$ cat config.mk
export PLATFORM = sky130hd
export DESIGN_NAME = core_ex_wb_top
export DESIGN_NICKNAME = d
export VERILOG_FILES = /design/src/hw/core_isa_pkg.sv /design/src/hw/core_pipe_pkg.sv /design/src/hw/core_regfile.sv /design/src/hw/core_alu_stage.sv /design/src/hw/core_wb_ctrl.sv /design/src/hw/core_ex_wb_top.sv
export SDC_FILE = /design/constraint.sdc
export NUM_CORES = 2
export LEC_CHECK = 0
export BUFFER_PORTS_ARGS = -buffer_cell sky130_fd_sc_hd__buf_2
export CAP_MARGIN = 30
export CORE_ASPECT_RATIO = 0.5
export CORE_UTILIZATION = 35
export CTS_BUF_LIST = sky130_fd_sc_hd__clkbuf_8 sky130_fd_sc_hd__clkbuf_16
export DETAILED_ROUTE_END_ITERATION = 10
export PLACE_DENSITY_LB_ADDON = 0.1
export SYNTH_ARGS = -nofsm -noshare
export SYNTH_HDL_FRONTEND = slang
export SYNTH_HIERARCHICAL = 1
export SYNTH_SLANG_ARGS = --single-unit
$ cat constraint.sdc
create_clock -name clk -period 5.4 [get_ports clk]
set_clock_uncertainty 0.2 [all_clocks]
set_input_delay 0.54 -clock clk [delete_from_list [all_inputs] [get_ports clk]]
set_output_delay 0.54 -clock clk [all_outputs]
set_load 0.01 [all_outputs]
$ cat src/hw/core_isa_pkg.sv
// Instruction-level types for the execute and write-back slice
// Opcode values are fixed since the pattern file uses them in hex

package core_isa_pkg;

    // ==================================================
    // Data path width
    // ==================================================

    // RV32 word, not meant to be changed
    parameter int data_width = 32;

    // ==================================================
    // Pre-decoded operations
    // ==================================================

    typedef enum logic [3:0] {
        // Register-register forms
        OP_ADD     = 4'h0,
        OP_SUB     = 4'h1,
        OP_AND     = 4'h2,
        OP_OR      = 4'h3,
        OP_XOR     = 4'h4,
        OP_SLL     = 4'h5,
        OP_SRL     = 4'h6,
        OP_SRA     = 4'h7,
        OP_SLT     = 4'h8,
        OP_SLTU    = 4'h9,
        // Register-immediate forms, op_imm is operand b
        OP_ADDI    = 4'ha,
        OP_ANDI    = 4'hb,
        OP_ORI     = 4'hc,
        OP_XORI    = 4'hd,
        // Upper immediate, passed through as is
        OP_LUI     = 4'he,
        // Caught at write-back, freezes the slice
        OP_ILLEGAL = 4'hf
    } opcode_e;

endpackage

$ cat src/hw/core_pipe_pkg.sv
// Pipeline control types shared by the sequencer and the ALU stage

package core_pipe_pkg;

    // ==================================================
    // Write-back sequencer
    // ==================================================

    typedef enum logic {
        // Normal operation
        WB_WRITE = 1'b0,
        // Illegal op seen, held until reset
        WB_CATCH = 1'b1
    } wb_state_e;

    // ==================================================
    // Operand source
    // ==================================================

    typedef enum logic {
        FWD_REGFILE = 1'b0,
        FWD_WB      = 1'b1
    } fwd_sel_e;

endpackage

$ cat src/hw/core_regfile.sv
// Two async read ports, one write port; x0 reads zero
// Write data is visible to readers only after the write edge

`timescale 1ns/1ps

module core_regfile
    import core_isa_pkg::*;
#(
    parameter int reg_count = 32
) (
    input  logic                         clk,
    input  logic                         rstz,
    // Read ports
    input  logic [$clog2(reg_count)-1:0] rs1,
    input  logic [$clog2(reg_count)-1:0] rs2,
    output logic [data_width-1:0]        rdata1,
    output logic [data_width-1:0]        rdata2,
    // Write port
    input  logic                         wr_en,
    input  logic [$clog2(reg_count)-1:0] wr_sel,
    input  logic [data_width-1:0]        wr_data
);

    localparam int idx_w = $clog2(reg_count);

    logic [data_width-1:0] regs [reg_count];

    // ==================================================
    // Register array
    // ==================================================

    // Entries are cleared at reset
    always_ff @(posedge clk or negedge rstz) begin
        if (!rstz) begin
            for (int i = 0; i < reg_count; i++) begin
                regs[i] <= '0;
            end
        end else if (wr_en && (wr_sel != idx_w'(0))) begin
            regs[wr_sel] <= wr_data;
        end
    end

    // x0 hard-wired regardless of array content
    assign rdata1 = (rs1 == idx_w'(0)) ? '0 : regs[rs1];
    assign rdata2 = (rs2 == idx_w'(0)) ? '0 : regs[rs2];

    // ==================================================
    // Checks
    // ==================================================

    // ALU stage drops rd_write for x0, so the sequencer never asks for it
    a_no_x0_write: assert property (
        @(posedge clk) disable iff (!rstz)
        wr_en |-> (wr_sel != idx_w'(0))
    );

endmodule

$ cat src/hw/core_alu_stage.sv
// Execute stage plus the EX/WB register; one result per accepted op
// Operand b of immediate forms and LUI always comes from op_imm

`timescale 1ns/1ps

module core_alu_stage
    import core_isa_pkg::*;
    import core_pipe_pkg::*;
#(
    parameter int reg_count = 32
) (
    input  logic                         clk,
    input  logic                         rstz,
    // Decoded operation
    input  opcode_e                      op_code,
    input  logic [$clog2(reg_count)-1:0] op_rd,
    input  logic [data_width-1:0]        op_imm,
    // Register file data
    input  logic [data_width-1:0]        rdata1,
    input  logic [data_width-1:0]        rdata2,
    // From the sequencer
    input  fwd_sel_e                     fwd_sel1,
    input  fwd_sel_e                     fwd_sel2,
    input  logic                         load_en,
    // EX/WB register
    output logic                         ex_vld,
    output logic [$clog2(reg_count)-1:0] ex_rd,
    output logic                         ex_rd_write,
    output logic                         ex_illegal,
    output logic [data_width-1:0]        ex_result
);

    localparam int idx_w = $clog2(reg_count);

    // Internal ALU function, several opcodes share one
    typedef enum logic [3:0] {
        ALU_ADD, ALU_SUB, ALU_AND, ALU_OR, ALU_XOR,
        ALU_SLL, ALU_SRL, ALU_SRA, ALU_SLT, ALU_SLTU, ALU_PASS
    } alu_fn_e;

    alu_fn_e               alu_fn;
    logic                  use_imm;
    logic                  is_illegal;
    logic [data_width-1:0] op_a;
    logic [data_width-1:0] op_b;
    logic [data_width-1:0] result;

    // ==================================================
    // Decode
    // ==================================================

    always_comb begin
        alu_fn     = ALU_ADD;
        use_imm    = 1'b0;
        is_illegal = 1'b0;
        case (op_code)
            OP_ADD:  alu_fn = ALU_ADD;
            OP_SUB:  alu_fn = ALU_SUB;
            OP_AND:  alu_fn = ALU_AND;
            OP_OR:   alu_fn = ALU_OR;
            OP_XOR:  alu_fn = ALU_XOR;
            OP_SLL:  alu_fn = ALU_SLL;
            OP_SRL:  alu_fn = ALU_SRL;
            OP_SRA:  alu_fn = ALU_SRA;
            OP_SLT:  alu_fn = ALU_SLT;
            OP_SLTU: alu_fn = ALU_SLTU;
            OP_ADDI: begin
                alu_fn  = ALU_ADD;
                use_imm = 1'b1;
            end
            OP_ANDI: begin
                alu_fn  = ALU_AND;
                use_imm = 1'b1;
            end
            OP_ORI: begin
                alu_fn  = ALU_OR;
                use_imm = 1'b1;
            end
            OP_XORI: begin
                alu_fn  = ALU_XOR;
                use_imm = 1'b1;
            end
            OP_LUI: begin
                alu_fn  = ALU_PASS;
                use_imm = 1'b1;
            end
            default: is_illegal = 1'b1;
        endcase
    end

    // ==================================================
    // Operands and ALU
    // ==================================================

    // Forwarded value is the op still waiting in EX/WB
    assign op_a = (fwd_sel1 == FWD_WB) ? ex_result : rdata1;
    assign op_b = use_imm ? op_imm : ((fwd_sel2 == FWD_WB) ? ex_result : rdata2);

    always_comb begin
        case (alu_fn)
            ALU_ADD:  result = op_a + op_b;
            ALU_SUB:  result = op_a - op_b;
            ALU_AND:  result = op_a & op_b;
            ALU_OR:   result = op_a | op_b;
            ALU_XOR:  result = op_a ^ op_b;
            // Shift amount is the low 5 bits only
            ALU_SLL:  result = op_a << op_b[4:0];
            ALU_SRL:  result = op_a >> op_b[4:0];
            ALU_SRA:  result = $unsigned($signed(op_a) >>> op_b[4:0]);
            ALU_SLT:  result = data_width'($signed(op_a) < $signed(op_b));
            ALU_SLTU: result = data_width'(op_a < op_b);
            default:  result = op_b;
        endcase
    end

    // ==================================================
    // EX/WB register
    // ==================================================

    // Valid only for the cycle after acceptance
    always_ff @(posedge clk or negedge rstz) begin
        if (!rstz) begin
            ex_vld      <= 1'b0;
            ex_rd_write <= 1'b0;
            ex_illegal  <= 1'b0;
        end else begin
            ex_vld <= load_en;
            if (load_en) begin
                ex_rd_write <= (op_rd != idx_w'(0)) && !is_illegal;
                ex_illegal  <= is_illegal;
            end
        end
    end

    // Payload
    always_ff @(posedge clk) begin
        if (load_en) begin
            ex_rd     <= op_rd;
            ex_result <= result;
        end
    end

endmodule

$ cat src/hw/core_wb_ctrl.sv
// Write-back sequencer; an illegal op in EX/WB locks the slice until reset
// No back-pressure other than the illegal catch

`timescale 1ns/1ps

module core_wb_ctrl
    import core_pipe_pkg::*;
#(
    parameter int reg_count = 32
) (
    input  logic                         clk,
    input  logic                         rstz,
    // Operation handshake
    input  logic                         op_vld,
    output logic                         op_rdy,
    input  logic [$clog2(reg_count)-1:0] op_rs1,
    input  logic [$clog2(reg_count)-1:0] op_rs2,
    // EX/WB register status
    input  logic                         ex_vld,
    input  logic [$clog2(reg_count)-1:0] ex_rd,
    input  logic                         ex_rd_write,
    input  logic                         ex_illegal,
    // Controls
    output logic                         load_en,
    output fwd_sel_e                     fwd_sel1,
    output fwd_sel_e                     fwd_sel2,
    output logic                         wr_en,
    output logic                         trap
);

    localparam int idx_w = $clog2(reg_count);

    wb_state_e        state;
    wb_state_e        next_state;
    logic             catch_now;
    logic             fwd_ok;
    logic [idx_w-1:0] pend_rd;

    // ==================================================
    // Sequencer
    // ==================================================

    // Illegal op sitting in EX/WB this cycle
    assign catch_now = ex_vld && ex_illegal;

    always_ff @(posedge clk or negedge rstz) begin
        if (!rstz) begin
            state <= WB_WRITE;
        end else begin
            state <= next_state;
        end
    end

    always_comb begin
        next_state = state;
        case (state)
            WB_WRITE: begin
                if (catch_now) begin
                    next_state = WB_CATCH;
                end
            end
            // Only reset leaves
            default: next_state = WB_CATCH;
        endcase
    end

    assign trap = (state == WB_CATCH);

    // ==================================================
    // Handshake and forwarding
    // ==================================================

    // Drops in the same cycle the illegal op shows up
    assign op_rdy  = (state == WB_WRITE) && !catch_now;
    assign load_en = op_vld && op_rdy;

    // Pending write not yet in the register file
    assign fwd_ok  = ex_vld && ex_rd_write;
    assign pend_rd = ex_rd;

    assign fwd_sel1 = (fwd_ok && (op_rs1 == pend_rd)) ? FWD_WB : FWD_REGFILE;
    assign fwd_sel2 = (fwd_ok && (op_rs2 == pend_rd)) ? FWD_WB : FWD_REGFILE;

    // Register write for a valid op with a real destination
    // EX/WB stays empty once caught since load_en follows op_rdy
    assign wr_en = ex_vld && ex_rd_write;

    // ==================================================
    // Checks
    // ==================================================

    a_no_write_in_catch: assert property (
        @(posedge clk) disable iff (!rstz)
        (state == WB_CATCH) |-> !wr_en
    );

    a_trap_sticky: assert property (
        @(posedge clk) disable iff (!rstz)
        trap |=> trap
    );

endmodule

$ cat src/hw/core_ex_wb_top.sv
// Execute and write-back slice top; register count sets RV32I or RV32E
// Write-back port shows the EX/WB register one cycle after acceptance

`timescale 1ns/1ps

module core_ex_wb_top
    import core_isa_pkg::*;
    import core_pipe_pkg::*;
#(
    // 32 for RV32I, 16 for RV32E
    parameter int reg_count = 32
) (
    input  logic                         clk,
    input  logic                         rstz,
    // Operation port
    input  logic                         op_vld,
    output logic                         op_rdy,
    input  opcode_e                      op_code,
    input  logic [$clog2(reg_count)-1:0] op_rd,
    input  logic [$clog2(reg_count)-1:0] op_rs1,
    input  logic [$clog2(reg_count)-1:0] op_rs2,
    input  logic [data_width-1:0]        op_imm,
    // Write-back port
    output logic                         regwr_en,
    output logic [$clog2(reg_count)-1:0] regwr_sel,
    output logic [data_width-1:0]        regwr_data,
    output logic                         trap
);

    localparam int idx_w = $clog2(reg_count);

    logic [data_width-1:0] rdata1;
    logic [data_width-1:0] rdata2;
    fwd_sel_e              fwd_sel1;
    fwd_sel_e              fwd_sel2;
    logic                  load_en;
    logic                  wr_en;
    logic                  ex_vld;
    logic [idx_w-1:0]      ex_rd;
    logic                  ex_rd_write;
    logic                  ex_illegal;
    logic [data_width-1:0] ex_result;

    // ==================================================
    // Blocks
    // ==================================================

    core_regfile #(
        .reg_count (reg_count)
    ) core_regfile_inst (
        .clk     (clk),
        .rstz    (rstz),
        .rs1     (op_rs1),
        .rs2     (op_rs2),
        .rdata1  (rdata1),
        .rdata2  (rdata2),
        .wr_en   (wr_en),
        .wr_sel  (ex_rd),
        .wr_data (ex_result)
    );

    core_alu_stage #(
        .reg_count (reg_count)
    ) core_alu_stage_inst (
        .clk         (clk),
        .rstz        (rstz),
        .op_code     (op_code),
        .op_rd       (op_rd),
        .op_imm      (op_imm),
        .rdata1      (rdata1),
        .rdata2      (rdata2),
        .fwd_sel1    (fwd_sel1),
        .fwd_sel2    (fwd_sel2),
        .load_en     (load_en),
        .ex_vld      (ex_vld),
        .ex_rd       (ex_rd),
        .ex_rd_write (ex_rd_write),
        .ex_illegal  (ex_illegal),
        .ex_result   (ex_result)
    );

    core_wb_ctrl #(
        .reg_count (reg_count)
    ) core_wb_ctrl_inst (
        .clk         (clk),
        .rstz        (rstz),
        .op_vld      (op_vld),
        .op_rdy      (op_rdy),
        .op_rs1      (op_rs1),
        .op_rs2      (op_rs2),
        .ex_vld      (ex_vld),
        .ex_rd       (ex_rd),
        .ex_rd_write (ex_rd_write),
        .ex_illegal  (ex_illegal),
        .load_en     (load_en),
        .fwd_sel1    (fwd_sel1),
        .fwd_sel2    (fwd_sel2),
        .wr_en       (wr_en),
        .trap        (trap)
    );

    // Write-back port mirrors the register file write
    assign regwr_en   = wr_en;
    assign regwr_sel  = ex_rd;
    assign regwr_data = ex_result;

endmodule

==> key figures <==
Outcome
  – Outcome: complete, but fails checks
  – Failing checks: setup timing

Drt
  – DRC: 0
  – Drt total wl: 300000 um
  – DR vias/cell: 6.17
  – Detailed Routing Iterations Pass 1: 5
  – DRT antenna net count: 0
  – Vias: 53.5k
  – Routed WL per cell: 34.6 um
  – Number of DRC markers in iteration 0: 5620

GRT
  – Initial antenna violation count: 15
  – First-pass GRT wire length: 420000 um
  – Total grt overflow: 0
  – Pin count of the biggest net entering global routing: 162
  – Vias in the first global route: 53.7k
  – GRT Util Overall: 0.310

Clocking
  – Clock sinks: 1065
  – H-tree depth: 3
  – TritonCTS clock tree: built
  – Clk slew on worst S/H paths: 0.07 ns
  – Clock Path Buffers: 3
  – Clock root buffer: clkbuf_16
  – Num CTS Buffers: 112
  – Worst-Skew Late Latency: 0.78 ns

Logic synthesis
  – Xor/xnor share of the synthesized area: 0.00411
  – Top_reg_cell synth: dfrtp_1
  – Post-synthesis compound-gate area fraction: 0.107
  – Post-synthesis sequential area ratio: 0.406
  – Avg Cell Area, Syn: 12.6 um^2
  – YS warnings: 6
  – Mapped Cells: 5269
  – Largest family of logic cells by synthesized area: multiplexers
  – Net count after synthesis: 5421
  – Synth Area in Simple Gates: 0.0437
  – Synth async-reset ratio: 0.965
  – Multiplexer area fraction after synthesis: 0.376
  – Post-synthesis adder-cell area fraction: 0.0188
  – Syn Std Cell Area: 66100 um^2
  – Cell variety after synth: 104
  – Number of synthesized flops with an enable pin: 37
  – Yosys reg bits: 1065

Cells and area
  – Layout area overhead: 24.2%
  – Final net count: 6216
  – Layout cells sized above 1: 0.509
  – Fillers: 17.3k
  – Util after Layout: 0.439

Worst setup path
  – Worst Path Required: 5.81 ns
  – Crit path capture type: flip-flop
  – Crit path DAT: 5.88 ns
  – Crit path launch type: flip-flop
  – Critical path fanouts, max: 2
  – Critical Setup Path Class: flip-flop to flip-flop

Timing
  – Final WS setup: -0.0739 ns
  – Slew @ Worst Pin: 1.16 ns
  – RSZ-0062 raised after global routing: yes
  – Hold Fails Final Rpt: 0
  – F_max: 183 MHz
  – Rel. slew slack: 0.227
  – Fin crit period: 5.47 ns
  – Pins Over Slew Limit: 0
  – Finish-stage setup viols: 1
  – Period utilisation layout: 1.01
  – Worst Hold Slack: 0.0635 ns

Power and ir drop
  – Comb power frac: 0.407
  – Cell Pwr Density: 436 nW/um^2
  – Pwr Total: 35.8 mW
  – Flop pwr share: 0.357
  – Clock power frac: 0.236
  – Max VDD drop: 0.278 mV
  – P_int: 23.0 mW
  – Sw frac: 0.357
  – P_sw: 12.8 mW
  – P_leak: 37.0 nW

Die
  – Num rows: 112
  – Die ar.: 191000 um^2
  – Ports: 94
  – Chip width: 617 um
  – Starting Density: 0.354
  – Core Region: 187000 um^2
  – Die Y: 309 um

Hold path
  – Class of the worst hold path: input pin to async pin

Placed design
  – GPL Wtd Cong: 0.964
  – Port Buffers: 93
  – DPL Wire Length: 212000 um

Run
  – Max_cap viols: 0
-- layout make-up --
cell class / instances / area, um^2 / area share
timing repair buffer: 1243 / 10600 / 0.129
antenna: 2 / 5.00 / 0.0000609
inverter: 103 / 399 / 0.00486
clock buffer: 135 / 3140 / 0.0383
multi-input combinational: 3539 / 37200 / 0.453
sequential: 1065 / 26800 / 0.327
tap: 2508 / 3140 / 0.0382
clock inverter: 69 / 774 / 0.00943
-- metrics by stage --
stage | setup TNS, ns | setup WS (ns) | cell area, um^2 | cells
global route | -0.231 | -0.144 | 82100 | 8662
floorplan | -0.134 | -0.134 | 66400 | 5269
CTS | -0.0556 | -0.0384 | 81700 | 8651
detailed placement | -29.69 | -1.39 | 77500 | 8435
global placement | -29.98 | -1.35 | 77100 | 8419
finish | -0.0739 | -0.0739 | 82100 | 8664
-- logic make-up (layout without fill, tap and decap cells) --
group                    after synthesis  count (layout)
XOR/XNOR                              31              31
AND/OR/NAND/NOR                      600             600
AO/OA/AOI/OAI                       1027            1027
other                                  0               2
flip-flops                          1065            1065
buffers and inverters                665            1550
multiplexers                        1783            1783
adder cells (fa/ha/maj)               98              98
-- cells in the mapped netlist, types with 96 or more instances --
library cell,count,area share
nor2_1,143,0.0081
clkbuf_1,303,0.017
mux2_2,1090,0.19
nand2_1,190,0.011
dfrtp_1,1028,0.39
ha_1,96,0.018
mux4_2,449,0.15
inv_1,98,0.0056
o21ai_0,223,0.017
a21oi_1,183,0.014
buf_2,202,0.015
mux2i_1,230,0.035
-- sequential cells by signal, indices dropped and copies added (netlist names) --
register and count:
core_alu_stage_inst/ex_result 32, core_regfile_inst/regs 1024, core_wb_ctrl_inst/trap 1, core_alu_stage_inst/ex_rd_write 1, core_alu_stage_inst/ex_illegal 1, core_alu_stage_inst/ex_vld 1
core_alu_stage_inst/ex_rd 5
-- worst paths after layout --
path / start / end / slack, ns / cells past startpoint
setup / recovery: core_regfile_inst/regs[768] / core_alu_stage_inst/ex_result[30] / -0.07 / 23
hold / removal: rstz / core_regfile_inst/regs[255] / 0.06 / 2
setup reg to reg: core_regfile_inst/regs[768] / core_alu_stage_inst/ex_result[30] / -0.07 / 23
hold reg to reg: core_regfile_inst/regs[1003] / core_regfile_inst/regs[1003] / 0.20 / 0
max in group asynchronous: rstz / core_regfile_inst/regs[795] / 3.28 / 4
min in group clk: op_imm[11] / core_alu_stage_inst/ex_result[11] / 0.06 / 3
-- cells in the final DEF (no fill, tap or decap), types with 114 or more instances in the layout --
master,count
buf_4,1029
mux2i_1,227
nand2_1,179
clkbuf_16,115
mux4_2,449
mux2_2,1085
a21oi_1,171
inv_1,114
dfrtp_1,1028
o21ai_0,213
nor2_1,127
-- worst max-delay path, stage by stage (launching register included) --
cell	delay (ns)
dfrtp_1	0.40
mux4_2	0.47
mux2_4	0.28
o21ai_2	0.12
a311oi_2	0.07
buf_6	0.21
mux2_4	0.35
a21o_4	0.23
nand2_8	0.07
inv_8	0.03
buf_6	0.11
ha_4	0.16
fa_2	0.35
nor3b_2	0.16
o21ai_1	0.11
o211ai_1	0.15
a21oi_2	0.26
o221ai_2	0.18
and2_4	0.21
a221o_1	0.41
a21oi_2	0.18
buf_4	0.13
mux2_4	0.28
a32oi_1	0.18
-- routing by layer --
layer / vias to the layer above / share of wire / track usage
li1: 21982 / - / -
met1: 28649 / 0.44 / 0.436
met2: 2316 / 0.44 / 0.472
met3: 525 / 0.076 / 0.0612
met4: 2 / 0.042 / 0.117
met5: - / 0.000053 / 0
-- power by group through the flow --
stage          clock network (mW)  logic, mW  registers (mW)
6_report                     8.45       14.6            12.8
5_1_grt                      8.91       15.4            13.1
4_1_cts                      8.61       14.3            12.7
3_5_place_dp                    0       14.1            12.8
3_3_place_gp                    0       14.0            12.6
2_1_floorplan                   0       8.33            12.1
-- repair_timing --
action                                 CTS  global route
endpoints found under the hold margin  319             0
setup endpoints to repair               23            25
pin swaps                                8            13
setup buffers                            6             9
gates resized for setup                 23            75
cloned                                   0             1
hold buffers                             6             0
Note: power is estimated with default switching activity, not from simulation.
